`config.mk`:
```
export PLATFORM = sky130hd
export DESIGN_NAME = monopixTop
export DESIGN_NICKNAME = d
export VERILOG_FILES = /design/src/monopixPkg.sv /design/src/monopixConfPkg.sv /design/src/confShiftReg.sv /design/src/pixelColumns.sv /design/src/tokenReadout.sv /design/src/monopixTop.sv
export SDC_FILE = /design/constraint.sdc
export NUM_CORES = 1
export LEC_CHECK = 0
export ABC_AREA = 1
export BUFFER_PORTS_ARGS = -buffer_cell sky130_fd_sc_hd__buf_4
export CORE_ASPECT_RATIO = 0.75
export CORE_UTILIZATION = 40
export CTS_BUF_LIST = sky130_fd_sc_hd__clkbuf_4 sky130_fd_sc_hd__clkbuf_8
export DETAILED_ROUTE_END_ITERATION = 8
export SETUP_SLACK_MARGIN = 0.1
export SLEW_MARGIN = 20
export SYNTH_ARGS = -nofsm -noshare
export SYNTH_HDL_FRONTEND = slang
export SYNTH_SLANG_ARGS = --single-unit
export TNS_END_PERCENT = 100
```
`constraint.sdc`:
```
create_clock -name ClkBx -period 3.1 [get_ports ClkBx]
set_clock_uncertainty 0.2 [all_clocks]
set_input_delay 0.62 -clock ClkBx [delete_from_list [all_inputs] [get_ports ClkBx]]
set_output_delay 0.62 -clock ClkBx [all_outputs]
set_load 0.02 [all_outputs]
```
`src/monopixPkg.sv`:
```
package monopixPkg;

    // Matrix geometry, one small column array per front-end flavor
    localparam int NumFlavors   = 4;
    localparam int NumCols      = 8;
    localparam int ColAddrWidth = 3;   // Enough to address NumCols

    // Bunch-crossing timestamp, stored Gray coded in the columns
    localparam int BcidWidth = 6;

    // Readout word layout
    // Column address in the upper bits, Gray timestamp below
    localparam int DataWidth     = ColAddrWidth + BcidWidth;
    localparam int DataAddrLsb   = BcidWidth;
    localparam int DataStampLsb  = 0;

    // Fixed word returned in test-pattern mode
    localparam logic [DataWidth-1:0] TestPattern = 9'h155;

endpackage

```
`src/monopixConfPkg.sv`:
```
package monopixConfPkg;

    // Total length of the global configuration chain
    localparam int ConfWidth = 28;

    // Flavor enable, one bit per flavor
    localparam int EnFlavorWidth  = 4;
    localparam int EnFlavorOffset = 0;

    // HitOr output enables
    localparam int EnHitOrWidth  = 4;
    localparam int EnHitOrOffset = 4;

    // Test-pattern mode per flavor
    localparam int EnTestPatternWidth  = 4;
    localparam int EnTestPatternOffset = 8;

    // Columns that receive the injection pulse
    localparam int ColPulseSelWidth  = 8;
    localparam int ColPulseSelOffset = 12;

    // Column masks, shared by all flavors
    localparam int ColEnableWidth  = 8;
    localparam int ColEnableOffset = 20;

    // Power-up configuration
    // All flavors and columns on, pulse only column 0, no HitOr, no test pattern
    localparam logic [ConfWidth-1:0] DefaultConf = {
        8'hFF,    // ColEnable
        8'h01,    // ColPulseSel
        4'h0,     // EnTestPattern
        4'h0,     // EnHitOr
        4'hF      // EnFlavor
    };

endpackage

```
`src/confShiftReg.sv`:
```
`timescale 1ns/1ps

module confShiftReg (
    input  logic                                ClkBx,
    input  logic                                reset_ff,
    input  logic                                DefConf,
    input  logic                                ConfShift,
    input  logic                                ConfLoad,
    input  logic                                ConfSi,
    output logic                                ConfSo,
    output logic [monopixConfPkg::ConfWidth-1:0] ActiveConf
);

    import monopixConfPkg::*;

    logic [ConfWidth-1:0] shiftReg;   // Serial chain
    logic [ConfWidth-1:0] shadowReg;  // Loaded copy that drives the core

    // Serial input enters at bit 0 and walks up toward ConfSo
    always_ff @(posedge ClkBx) begin
        if (reset_ff) begin
            shiftReg <= DefaultConf;
        end else if (ConfShift) begin
            shiftReg <= {shiftReg[ConfWidth-2:0], ConfSi};
        end
    end

    // Load strobe copies the chain in one cycle
    always_ff @(posedge ClkBx) begin
        if (reset_ff) begin
            shadowReg <= DefaultConf;
        end else if (ConfLoad) begin
            shadowReg <= shiftReg;
        end
    end

    // Readback of the chain's top bit
    assign ConfSo = shiftReg[ConfWidth-1];

    // Default override wins over whatever was loaded
    assign ActiveConf = DefConf ? DefaultConf : shadowReg;

endmodule

```
`src/pixelColumns.sv`:
```
`timescale 1ns/1ps

module pixelColumns (
    input  logic                                           ClkBx,
    input  logic                                           reset_ff,
    input  logic                                           ResetBcid,
    input  logic                                           Pulse,
    input  logic [monopixPkg::NumFlavors-1:0]              Freeze,
    input  logic [monopixConfPkg::ConfWidth-1:0]           ActiveConf,
    input  logic [monopixPkg::NumFlavors-1:0]
                 [monopixPkg::NumCols-1:0]                 ClearCol,
    output logic [monopixPkg::NumFlavors-1:0]
                 [monopixPkg::NumCols-1:0]                 Pending,
    output logic [monopixPkg::NumFlavors-1:0]
                 [monopixPkg::NumCols-1:0]
                 [monopixPkg::BcidWidth-1:0]               Stamp,
    output logic [monopixPkg::NumFlavors-1:0]              HitOr
);

    import monopixPkg::*;
    import monopixConfPkg::*;

    logic [BcidWidth-1:0] bcidBin;
    logic [BcidWidth-1:0] bcidGray;
    logic                 pulseQ;
    logic                 injEdge;

    logic [EnFlavorWidth-1:0]    enFlavor;
    logic [EnHitOrWidth-1:0]     enHitOr;
    logic [ColPulseSelWidth-1:0] colPulseSel;
    logic [ColEnableWidth-1:0]   colEnable;

    logic [NumFlavors-1:0][NumCols-1:0] hitSet;

    // Configuration fields used by the matrix
    assign enFlavor    = ActiveConf[EnFlavorOffset +: EnFlavorWidth];
    assign enHitOr     = ActiveConf[EnHitOrOffset +: EnHitOrWidth];
    assign colPulseSel = ActiveConf[ColPulseSelOffset +: ColPulseSelWidth];
    assign colEnable   = ActiveConf[ColEnableOffset +: ColEnableWidth];

    // Free-running bunch-crossing counter
    always_ff @(posedge ClkBx) begin
        if (reset_ff || ResetBcid) begin
            bcidBin <= '0;
        end else begin
            bcidBin <= bcidBin + 1'b1;
        end
    end

    // Gray copy so a column latch never sees more than one bit change
    assign bcidGray = bcidBin ^ (bcidBin >> 1);

    // Rising edge of the test pulse
    always_ff @(posedge ClkBx) begin
        if (reset_ff) begin
            pulseQ <= 1'b0;
        end else begin
            pulseQ <= Pulse;
        end
    end

    assign injEdge = Pulse & ~pulseQ;

    // A column takes the hit only when free, selected and not frozen
    always_comb begin
        for (int f = 0; f < NumFlavors; f++) begin
            for (int c = 0; c < NumCols; c++) begin
                hitSet[f][c] = injEdge & colPulseSel[c] & colEnable[c]
                             & enFlavor[f] & ~Freeze[f] & ~Pending[f][c];
            end
        end
    end

    // Hit latches
    // Clear only targets pending columns and set only free ones
    always_ff @(posedge ClkBx) begin
        if (reset_ff) begin
            Pending <= '0;
        end else begin
            Pending <= (Pending & ~ClearCol) | hitSet;
        end
    end

    // Timestamp captured with the hit
    always_ff @(posedge ClkBx) begin
        for (int f = 0; f < NumFlavors; f++) begin
            for (int c = 0; c < NumCols; c++) begin
                if (hitSet[f][c]) begin
                    Stamp[f][c] <= bcidGray;
                end
            end
        end
    end

    // Fast-OR per flavor
    always_ff @(posedge ClkBx) begin
        if (reset_ff) begin
            HitOr <= '0;
        end else begin
            for (int f = 0; f < NumFlavors; f++) begin
                HitOr[f] <= enHitOr[f] & (|Pending[f]);
            end
        end
    end

endmodule

```
`src/tokenReadout.sv`:
```
`timescale 1ns/1ps

module tokenReadout (
    input  logic                                           ClkBx,
    input  logic                                           reset_ff,
    input  logic [monopixPkg::NumFlavors-1:0]              Read,
    input  logic [monopixPkg::NumFlavors-1:0]
                 [monopixPkg::NumCols-1:0]                 Pending,
    input  logic [monopixPkg::NumFlavors-1:0]
                 [monopixPkg::NumCols-1:0]
                 [monopixPkg::BcidWidth-1:0]               Stamp,
    input  logic [monopixConfPkg::ConfWidth-1:0]           ActiveConf,
    output logic [monopixPkg::NumFlavors-1:0]
                 [monopixPkg::NumCols-1:0]                 ClearCol,
    output logic [monopixPkg::NumFlavors-1:0]              Token,
    output logic [monopixPkg::NumFlavors-1:0]
                 [monopixPkg::DataWidth-1:0]               DataOut,
    output logic [monopixPkg::NumFlavors-1:0]              DataValid
);

    import monopixPkg::*;
    import monopixConfPkg::*;

    logic [EnTestPatternWidth-1:0]           enTestPattern;
    logic [NumFlavors-1:0]                   anyPending;
    logic [NumFlavors-1:0]                   readHit;   // Read that finds a column
    logic [NumFlavors-1:0][ColAddrWidth-1:0] selCol;

    assign enTestPattern = ActiveConf[EnTestPatternOffset +: EnTestPatternWidth];

    // Priority pick of the lowest pending column per flavor
    always_comb begin
        for (int f = 0; f < NumFlavors; f++) begin
            anyPending[f] = |Pending[f];
            selCol[f]     = '0;
            for (int c = NumCols - 1; c >= 0; c--) begin
                if (Pending[f][c]) begin
                    selCol[f] = c[ColAddrWidth-1:0];
                end
            end
        end
    end

    assign readHit = Read & anyPending;

    // Release the chosen column on the same edge the word is taken
    always_comb begin
        ClearCol = '0;
        for (int f = 0; f < NumFlavors; f++) begin
            if (readHit[f]) begin
                ClearCol[f][selCol[f]] = 1'b1;
            end
        end
    end

    // Token follows pending with one cycle of delay
    always_ff @(posedge ClkBx) begin
        if (reset_ff) begin
            Token     <= '0;
            DataValid <= '0;
        end else begin
            Token     <= anyPending;
            DataValid <= readHit;   // Single cycle per read
        end
    end

    // Data word, address above the stamp
    always_ff @(posedge ClkBx) begin
        for (int f = 0; f < NumFlavors; f++) begin
            if (readHit[f]) begin
                if (enTestPattern[f]) begin
                    DataOut[f] <= TestPattern;
                end else begin
                    DataOut[f][DataAddrLsb +: ColAddrWidth] <= selCol[f];
                    DataOut[f][DataStampLsb +: BcidWidth]   <= Stamp[f][selCol[f]];
                end
            end
        end
    end

endmodule

```
`src/monopixTop.sv`:
```
`timescale 1ns/1ps

module monopixTop (
    input  logic                                           ClkBx,
    input  logic                                           reset_ff,
    input  logic                                           DefConf,
    input  logic                                           ConfShift,
    input  logic                                           ConfLoad,
    input  logic                                           ConfSi,
    input  logic                                           ResetBcid,
    input  logic                                           Pulse,
    input  logic [monopixPkg::NumFlavors-1:0]              Read,
    input  logic [monopixPkg::NumFlavors-1:0]              Freeze,
    output logic                                           ConfSo,
    output logic [monopixPkg::NumFlavors-1:0]              Token,
    output logic [monopixPkg::NumFlavors-1:0]
                 [monopixPkg::DataWidth-1:0]               DataOut,
    output logic [monopixPkg::NumFlavors-1:0]              DataValid,
    output logic [monopixPkg::NumFlavors-1:0]              HitOr
);

    import monopixPkg::*;
    import monopixConfPkg::*;

    logic [ConfWidth-1:0]                         activeConf;
    logic [NumFlavors-1:0][NumCols-1:0]           pending;
    logic [NumFlavors-1:0][NumCols-1:0]           clearCol;
    logic [NumFlavors-1:0][NumCols-1:0][BcidWidth-1:0] stamp;

    // Global configuration chain
    confShiftReg uConf (
        .ClkBx      (ClkBx),
        .reset_ff   (reset_ff),
        .DefConf    (DefConf),
        .ConfShift  (ConfShift),
        .ConfLoad   (ConfLoad),
        .ConfSi     (ConfSi),
        .ConfSo     (ConfSo),
        .ActiveConf (activeConf)
    );

    // Column arrays of all four flavors
    pixelColumns uColumns (
        .ClkBx      (ClkBx),
        .reset_ff   (reset_ff),
        .ResetBcid  (ResetBcid),
        .Pulse      (Pulse),
        .Freeze     (Freeze),
        .ActiveConf (activeConf),
        .ClearCol   (clearCol),
        .Pending    (pending),
        .Stamp      (stamp),
        .HitOr      (HitOr)
    );

    // Token readout, one channel per flavor
    tokenReadout uReadout (
        .ClkBx      (ClkBx),
        .reset_ff   (reset_ff),
        .Read       (Read),
        .Pending    (pending),
        .Stamp      (stamp),
        .ActiveConf (activeConf),
        .ClearCol   (clearCol),
        .Token      (Token),
        .DataOut    (DataOut),
        .DataValid  (DataValid)
    );

endmodule

```
-- Word-level counts from Yosys, hierarchy flattened
Index checks and enable logic that the tools add are counted.
- register bits after elaboration: 335
- bits of input ports: 16
- output and inout bits: 49
- word-level logic and storage cells: 277
- add/sub/neg operators: 1
- magnitude comparators: 8
- multiplexer cells: 53
- bitwise gates (word level): 159
- reduce and logical (&&, ||, !) cells: 9
- operator list (kind ; number):
    bitwise AND 1 bit ; 117
    2-to-1 mux 3 bit ; 32
    binary-select mux 6 bit (select 3 bit) ; 4
    inverter 1 bit ; 37
    bitwise AND 32 bit ; 1
    2-to-1 mux 8 bit ; 4
    inverter 32 bit ; 1
    bitwise OR 32 bit ; 1
    OR reduction 8 bit ; 4
    2-to-1 mux 28 bit ; 1
    2-to-1 mux 6 bit ; 4
    less-than comparator 3 x 4 -> 1 bit, second input constant ; 4
    demux 1 bit (select 3 bit) ; 4
    >= comparator 3 x 1 -> 1 bit, second input constant ; 4
    adder 6 x 1 -> 6 bit, second input constant ; 1
    XOR 6 x 5 -> 6 bit ; 1
    bitwise AND 4 bit ; 1
    logical AND 1 bit ; 4
    2-to-1 mux 1 bit ; 4
    logical OR 1 bit ; 1

-- Depth between registers and ports, before layout
Gate-level depths: netlist of run 1.
- depth in word-level cells: 16
- depth in mapped cells: 14
- mapped depth without buffers: 13

-- Hierarchy
Synthesis of run 1 repeated with hierarchy kept, for this count alone.
- cell total of the unflattened synthesis: 1558
- area, all modules: 14342.5 um^2
- by module, submodules not included (module ; times used ; cells an instance ; area each (um^2) ; seq. area each (um^2)):
    pixelColumns ; 1 ; 511 ; 7831.3 ; 6626.4
    tokenReadout ; 1 ; 709 ; 4144.0 ; 1241.2
    confShiftReg ; 1 ; 338 ; 2367.3 ; 1121.1

-- Worst setup path before layout of run 1
OpenSTA, ideal clock, no wires.
- kind: reg-to-reg
- from: register uColumns.bcidBin[5]
- to: register uColumns.Stamp[100] (netlist name)
- library setup time: 0.371 ns
- data arrival time: 1.675 ns
- data required time: 2.529 ns
- slack: 0.854 ns
- cell stages (with the launch flop): 2
- path buffers: 0
- period minus slack after synthesis: 2.246 ns
- cell sequence: dfxtp_1 -> xor2_1
- longest elaborated chain between the ends: 1
- ends and longest elaborated chain (item ; line ; text):
    start: declaration ; pixelColumns.sv:23 ; logic [BcidWidth-1:0] bcidBin;
    start signal: assignment ; pixelColumns.sv:46 ; bcidBin <= bcidBin + 1'b1;
    XOR 6 x 5 -> 6 bit ; pixelColumns.sv:51 ; assign bcidGray = bcidBin ^ (bcidBin >> 1);
    named net uColumns.bcidGray[4] ; pixelColumns.sv:24 ; logic [BcidWidth-1:0] bcidGray;
The timed path passes the listed nets, and every way through them passes these cells.
A chain may end at the register's enable or synchronous reset.

-- Worst setup path in the final report of run 1
- from: register uColumns.Pending[14] (netlist name)
- to: register uReadout.DataOut[13] (netlist name) (data pin)
- longest elaborated chain between the ends: 9
- ends and longest elaborated chain (item ; line ; text):
    start: declaration ; pixelColumns.sv:13 ; [monopixPkg::NumCols-1:0] Pending,
    start signal: assignment ; pixelColumns.sv:80 ; Pending <= (Pending & ~ClearCol) | hitSet;
    2-to-1 mux 3 bit (7 in a row) ; tokenReadout.sv:37 ; if (Pending[f][c]) begin
    binary-select mux 6 bit (select 3 bit) ; tokenReadout.sv:75 ; DataOut[f][DataStampLsb +: BcidWidth] <= Stamp[f][selCol[f]];
    2-to-1 mux 6 bit (not written as such) ; tokenReadout.sv:75 ;
    end signal: indexed assignment ; tokenReadout.sv:72 ; DataOut[f] <= TestPattern;
    end signal: indexed assignment ; tokenReadout.sv:74 ; DataOut[f][DataAddrLsb +: ColAddrWidth] <= selCol[f];
    end signal: indexed assignment ; tokenReadout.sv:75 ;
    end: declaration ; tokenReadout.sv:17 ; [monopixPkg::DataWidth-1:0] DataOut,
No other way between the ends. The select of a mux whose other input is x is not followed.

==> results of run 1 <==
[cell families (layout without fill, tap and decap cells)]
| family | count (synthesis) | in the layout |
|---|---|---|
| simple gates | 668 | 668 |
| flops | 335 | 335 |
| buf+inv | 228 | 388 |
| compound gates | 121 | 121 |
| fa+ha+maj | 4 | 4 |
| xor+xnor | 3 | 3 |
[worst min path at each step]
stage	start	end	slack, ns	cells past startpoint
floorplan	uColumns.bcidBin[0]	uColumns.bcidBin[0]	0.22	1
global placement	uColumns.bcidBin[0]	uColumns.bcidBin[0]	0.23	1
detailed placement	uConf.shadowReg[6]	uColumns.HitOr[2]	0.23	2
CTS	Read[3]	uReadout.DataValid[3]	0.04	3
global route	ConfSi	uConf.shiftReg[0]	0.07	3
finish	ConfSi	uConf.shiftReg[0]	0.08	3
[flip-flops by register name, indices dropped and copies added (netlist names)]
| register | count |
|---|---|
| uColumns.Stamp | 192 |
| uReadout.DataOut | 36 |
| uColumns.Pending | 32 |
| uConf.shadowReg | 28 |
| uConf.shiftReg | 28 |
| uColumns.bcidBin | 6 |
| uColumns.HitOr | 4 |
| uReadout.DataValid | 4 |
| uReadout.Token | 4 |
| uColumns.pulseQ | 1 |
[worst max-delay path, cell delays in order (launching register included)]
cell     delay [ns]
dfxtp_1        0.39
inv_2          0.06
nand2_1        0.05
nand2_1        0.05
nand2_1        0.05
nand2_1        0.05
nand2_1        0.07
nand2_2        0.18
nand2_2        0.42
inv_1          0.26
nand2_1        0.11
nand2_1        0.05
nor2_1         0.12
nand3_1        0.10
[cells in the mapped netlist, types with 4 or more instances]
master,count,area share [%]
nand2_1,296,8.2
edfxtp_1,228,51
inv_1,172,4.8
nor2_1,148,4.1
nand3_1,132,4.9
dfxtp_1,107,16
o21ai_0,63,2.3
a21oi_1,50,1.8
nor3_1,32,1.2
clkbuf_1,22,0.61
nand3b_1,14,0.78
inv_2,11,0.30
nand4_1,11,0.51
nand2_2,8,0.37
nor2_2,8,0.37
buf_4,7,0.39
nand3_2,6,0.44
clkinv_1,5,0.14
o21ai_1,5,0.18
buf_6,4,0.33
ha_1,4,0.37
nor3_2,4,0.30
[power by group]
part | switching, W | internal, W | leakage [nW]
clock network | 0.00168 | 0.00217 | 0.586
logic | 0.000436 | 0.000187 | 3.04
registers | 0.0000599 | 0.00488 | 2.99
total | 0.00218 | 0.00723 | 6.61
[metal layers]
layer  GRT usage (%)  routed length [um]
met5               0                   0
met4            6.17                 720
met3            3.92                2550
met2            28.0               13900
met1            29.6               16400
[final cells by class]
type / count / area, um2 / share of cell area [%]
multi-input combinational: 796 / 3650 / 23.1
tap: 442 / 553 / 3.50
sequential: 335 / 8990 / 56.9
clock inverter: 9 / 68.8 / 0.436
inverter: 190 / 719 / 4.56
clock buffer: 85 / 1030 / 6.50
timing repair buffer: 104 / 781 / 4.94
[metrics by stage]
stage	setup WS, ns	util (%)
5_1_grt	0.418	48.0
6_report	0.680	48.0
2_1_floorplan	0.854	-
4_1_cts	0.679	48.0
3_3_place_gp	0.701	44.7
3_5_place_dp	0.677	44.7
[placed cells by master (no fill, tap or decap), types with 2 or more instances in the layout]
cell type / instances
o21ai_0: 63
ha_1: 2
inv_1: 172
clkinv_1: 8
clkbuf_4: 23
nor3_1: 32
edfxtp_1: 228
inv_2: 11
ha_2: 2
clkinv_2: 5
a21oi_1: 50
buf_4: 104
nand3_2: 6
nand3_1: 132
nand2_4: 3
dfxtp_1: 107
nand3b_1: 14
nor2_2: 8
nand4_1: 11
o21ai_1: 5
nand2_2: 8
nor3_2: 4
or2_2: 2
clkbuf_8: 62
a22o_1: 2
nand2_1: 296
nor2_1: 148
nor2_4: 2
==> metrics.txt, run 1 <==
run status=finished, final reports clean; TritonCTS Sinks=335; drt total wl=33600 um; Skew-Pair Late Insertion Delay=0.58 ns; worst reg2reg setup slack=0.68 ns; Synth Warn #=0; endpoints failing setup=0; total track usage=19.6%; synthesis-stage register bit count=335; Unique masters post-synth=35; share of cells above drive strength 1=16.1%; H-tree depth=2; 1st-iter DRT viols=886; CTS tree=done; fmax=0.413 GHz; Compound-Gate Fraction of Synth Area=4.58%; CTS max path bufs=3; multiplexer share of the synthesized area=0%; DP Cell Count=1867; Overflow after GRT=0; fin nets=1499; Pwr Total=0.00941 W; VDD IR max=0.000316 V; endpoint class of the critical path=register; Layout area overhead=16.5%; Die ar.=0.0346 mm2; Synth Area in Simple Gates=21.7%; HP Class=in2reg; Core ar.=0.0329 mm2; Hold Vio Cnt, Final=0; PortBufs=64; post-route ant nets=0; hold slack=0.0777 ns; RSZ-0062 raised after global routing=false; Placed Instance Area=0.0147 mm2; final critical path time including I/O delays and setup=2.42 ns; Post-synth EDFFs=228; # Post-CTS Setup Buffers=0; detailed-route via count=9654; post-synthesis adder-cell area fraction=0.369%; die height=161 um; Critical Path Start=uColumns.Pending[14]; Cells after Synth=1359; syn_area_per_cell=9.97 um2; Slew Limit Headroom=39.7%; Placement Rows=57; actual slew at the worst max-slew pin=0.904 ns; Num CTS Buffers=52; Synth async-reset ratio=0%; HPWL after DPL=21800 um; Initial Utilization=41.2%; filler instances=3058; vias in the first global route=9285; crit start category=register; Die W=215 um; xor/xnor cell area share of the yosys netlist=0.194%; TNS Setup=0 ns; CP Data Arrival Time=2.54 ns; Detailed Routing Iterations Pass 1=6; Routability Congestion=0.848; R2R Path End=uReadout.DataOut[13]; syn nets=1379; CP required=3.22 ns; Register-to-Register Path Depth=13; sequential area share after synthesis=66.3%; antenna violations before repair=1; worst reg2reg path startpoint=uColumns.Pending[14]; largest family of logic cells by synthesized area=simple AND/OR/NAND/NOR gates; clk root buf=clkbuf_8; max-cap violations=0; static leakage=6.61 nW; Power Dens Cells=596 mW/mm2; Non-Filler Instances=1961; cts repair resizes=0; WL/cell=17.1 um; fin crit share=78.1%; DRC violations left=0; Post-Layout Inst Area=0.0158 mm2; CTS Hold Buffers Added=0; Worst Setup EP=uReadout.DataOut[13]; area of the mapped netlist=0.0136 mm2; DR vias/cell=4.92; Diodes inserted=0; Worst-path clk slew=0.06 ns; Max Slew Vio Count=0; worst setup path class=reg2reg; largest fanout on the critical path=23; first-pass GRT wire length=52000 um; # IOs=65; largest net degree at the start of global routing=43; Most used DFF post-synth=edfxtp_1
Note: power is estimated with default switching activity, not from simulation.
==> inputs of run 2 (changes only) <==
ABC_AREA = 0   (was 1)
clock period = 2.3 ns   (was 3.1 ns; I/O delays follow)
==> run 2 against run 1 <==
Global-route usage is 0.20 points lower. Cell count is 15% lower. Non-clock buffer count is 52 higher. Worst hold slack better by 0.0091 ns. Highest routed layer unchanged. Flip-flop and latch count stayed put. Maximum frequency is 12% higher. Clock power is 38% higher. Synthesized area is 2.0% lower. Largest power group unchanged. Utilization is 1.2 points higher. Sequential power is 32% higher.
==> metrics.txt, run 2 <==
run status=finished, final reports clean; Placement Rows=57; met2 usage=27.0%; Pwr Total=0.0123 W; CP required=2.55 ns; Diodes inserted=0; Min-Delay Path Depth=2; met1 Use GR=30.8%; worst reg2reg path startpoint=uColumns.Pending[19]; Synth top cells by count=228 x edfxtp_1, 107 x dfxtp_1, 76 x o21ai_0, 64 x nor2_1, 44 x a211o_1; HPWL after DPL=21700 um; die height=160 um; area of the mapped netlist=0.0133 mm2; antenna violations before repair=0; syn_area_per_cell=13.0 um2; Synth Warn #=0; Most used DFF post-synth=edfxtp_1; Die W=212 um; filler instances=2899; worst hold start=reset_ff; Layout area overhead=20.7%; Placed Instance Area=0.0148 mm2; worst stage delay on the critical path=0.60 ns; CTS tree=done; Synth async-reset ratio=0%; Final Core Density=49.3%; fin nets=1204; total track usage=19.4%; TritonCTS Sinks=335; DRC violations left=0; largest fanout on the critical path=6; detailed-route via count=9063; share of cells above drive strength 1=23.1%; crit path cell chain=or4_4, or3_4, a211o_1, nand4_1; Post-synth EDFFs=228; syn nets=1044; fin crit share=93.9%; most common cell in the synthesized netlist=edfxtp_1; Worst-path clk slew=0.07 ns; Skew-Pair Late Insertion Delay=0.60 ns; final critical path time including I/O delays and setup=2.16 ns; CP max-delay cell=or4_4; HP Class=in2reg; vias in the first global route=8546; Routability Congestion=0.862; max-cap violations=0; drt total wl=32900 um; fmax=0.463 GHz; Register-to-Register Path Depth=4; Slew Limit Headroom=39.9%; RSZ-0062 raised after global routing=true; Unique masters post-synth=65; VDD IR max=0.000413 V; Cells after Synth=1024; crit start category=register; 1st-iter DRT viols=981; register bank with the most flops=uColumns.Stamp; Power Dens Cells=765 mW/mm2; Core ar.=0.0325 mm2; worst setup path class=reg2reg; endpoint class of the critical path=register; Detailed Routing Iterations Pass 1=6; clk root buf=clkbuf_8; worst reg2reg setup slack=0.14 ns; CP Data Arrival Time=2.41 ns; first-pass GRT wire length=50200 um; Post-Layout Inst Area=0.0160 mm2; sequential area share after synthesis=67.7%; commonest non-fill, non-tap cell in the layout=edfxtp_1; post-route ant nets=0; most frequent cells in the layout=228 x edfxtp_1, 148 x buf_4, 105 x dfxtp_1, 73 x o21ai_0, 60 x nor2_1; CTS max path bufs=3; synthesis-stage register bit count=335; largest registers=uColumns.Stamp: 192 flops, uReadout.DataOut: 36 flops, uColumns.Pending: 32 flops; Max Slew Vio Count=0; Hold Vio Cnt, Final=0; gr busiest metal=met1; Initial Utilization=40.8%; Final Worst Setup Slack=0.139 ns; Num CTS Buffers=50; met3 Track Usage GR=3.32%; R2R Path End=uReadout.DataOut[19]; H-tree depth=2; DR vias/cell=5.44; WL/cell=19.8 um; max reg flops=192; area leader, netlist=edfxtp_1; actual slew at the worst max-slew pin=0.901 ns; endpoints failing setup=0; Die ar.=0.0339 mm2; dpl ws=-0.302 ns; PortBufs=64; Overflow after GRT=0; hold path endpoint=uColumns.Pending[23]; synth top area cells=edfxtp_1 52%, dfxtp_1 16%, a211o_1 2.9%; largest net degree at the start of global routing=42; static leakage=6.09 nW; top cell type's share of synthesized area=51.6%; # IOs=65
run 2: kinds of logic (layout without fill, tap and decap cells):
| group | Yosys count | in the layout | share of synthesized area [%] |
|---|---|---|---|
| AO/OA/AOI/OAI | 274 | 274 | 14.2 |
| multiplexers | 39 | 39 | 2.95 |
| XOR/XNOR | 5 | 5 | 0.330 |
| AND/OR/NAND/NOR | 286 | 286 | 12.0 |
| adder cells (fa/ha/maj) | 4 | 4 | 0.377 |
| buffers and inverters | 81 | 281 | 2.38 |
| flip-flops | 335 | 335 | 67.7 |
run 2: layout make-up:
cell class / count / area, um2 / area share (%)
Sequential cell: 335 / 8990 / 56.1
Multi-Input combinational cell: 608 / 4050 / 25.3
Timing Repair Buffer: 156 / 1200 / 7.50
Clock buffer: 67 / 835 / 5.21
Tap cell: 442 / 553 / 3.45
Clock inverter: 25 / 268 / 1.67
Inverter: 33 / 124 / 0.773
run 2: worst max-delay path: cells and delay by family, from the launching register on:
| family | cells | cell delay (ns) |
|---|---|---|
| AO/OA/AOI/OAI | 1 | 0.30 |
| flip-flops | 1 | 0.37 |
| AND/OR/NAND/NOR | 3 | 1.15 |
run 2: how the worst max path moves through the flow:
stage	start	end	slack, ns	cells past startpoint
after global placement	DefConf	uColumns.Stamp[105]	-0.22	4
final	uColumns.Pending[19]	uReadout.DataOut[19]	0.14	4
after floorplan	DefConf	uColumns.Stamp[0]	0.20	3
after detailed placement	DefConf	uColumns.Stamp[107]	-0.30	4
after CTS	uColumns.Pending[17]	uReadout.DataOut[22]	0.09	5
after global routing	uColumns.Pending[5]	uReadout.DataOut[7]	0.07	5
run 2: through the flow:
stage               hold WS [ns]  setup TNS, ns  cells
floorplan                  0.230              0   1024
global placement           0.254          -5.51   1567
detailed placement         0.257          -9.69   1567
CTS                       0.0602              0   1666
global route              0.0840              0   1666
finish                    0.0868              0   1666
run 2: routing by layer:
metal / vias to the layer above / routed length (um)
li1: 4253 / -
met3: 46 / 2080
met4: 0 / 534
met5: - / 0
met1: 4453 / 16500
met2: 311 / 13800
run 2: timing repair:
item | 4_1_cts | 5_1_grt
setup buffers | 0 | 0
pin swaps | 0 | 0
setup endpoints to repair | 9 | 62
endpoints found under the hold margin | 12 | 0
resized for setup | 3 | 25
hold buffers | 7 | 0
run 2: where the power goes:
part           total (W)  switching (W)  internal (W)
logic           0.000432       0.000257      0.000175
clock network    0.00530        0.00234       0.00296
registers        0.00652      0.0000505       0.00647
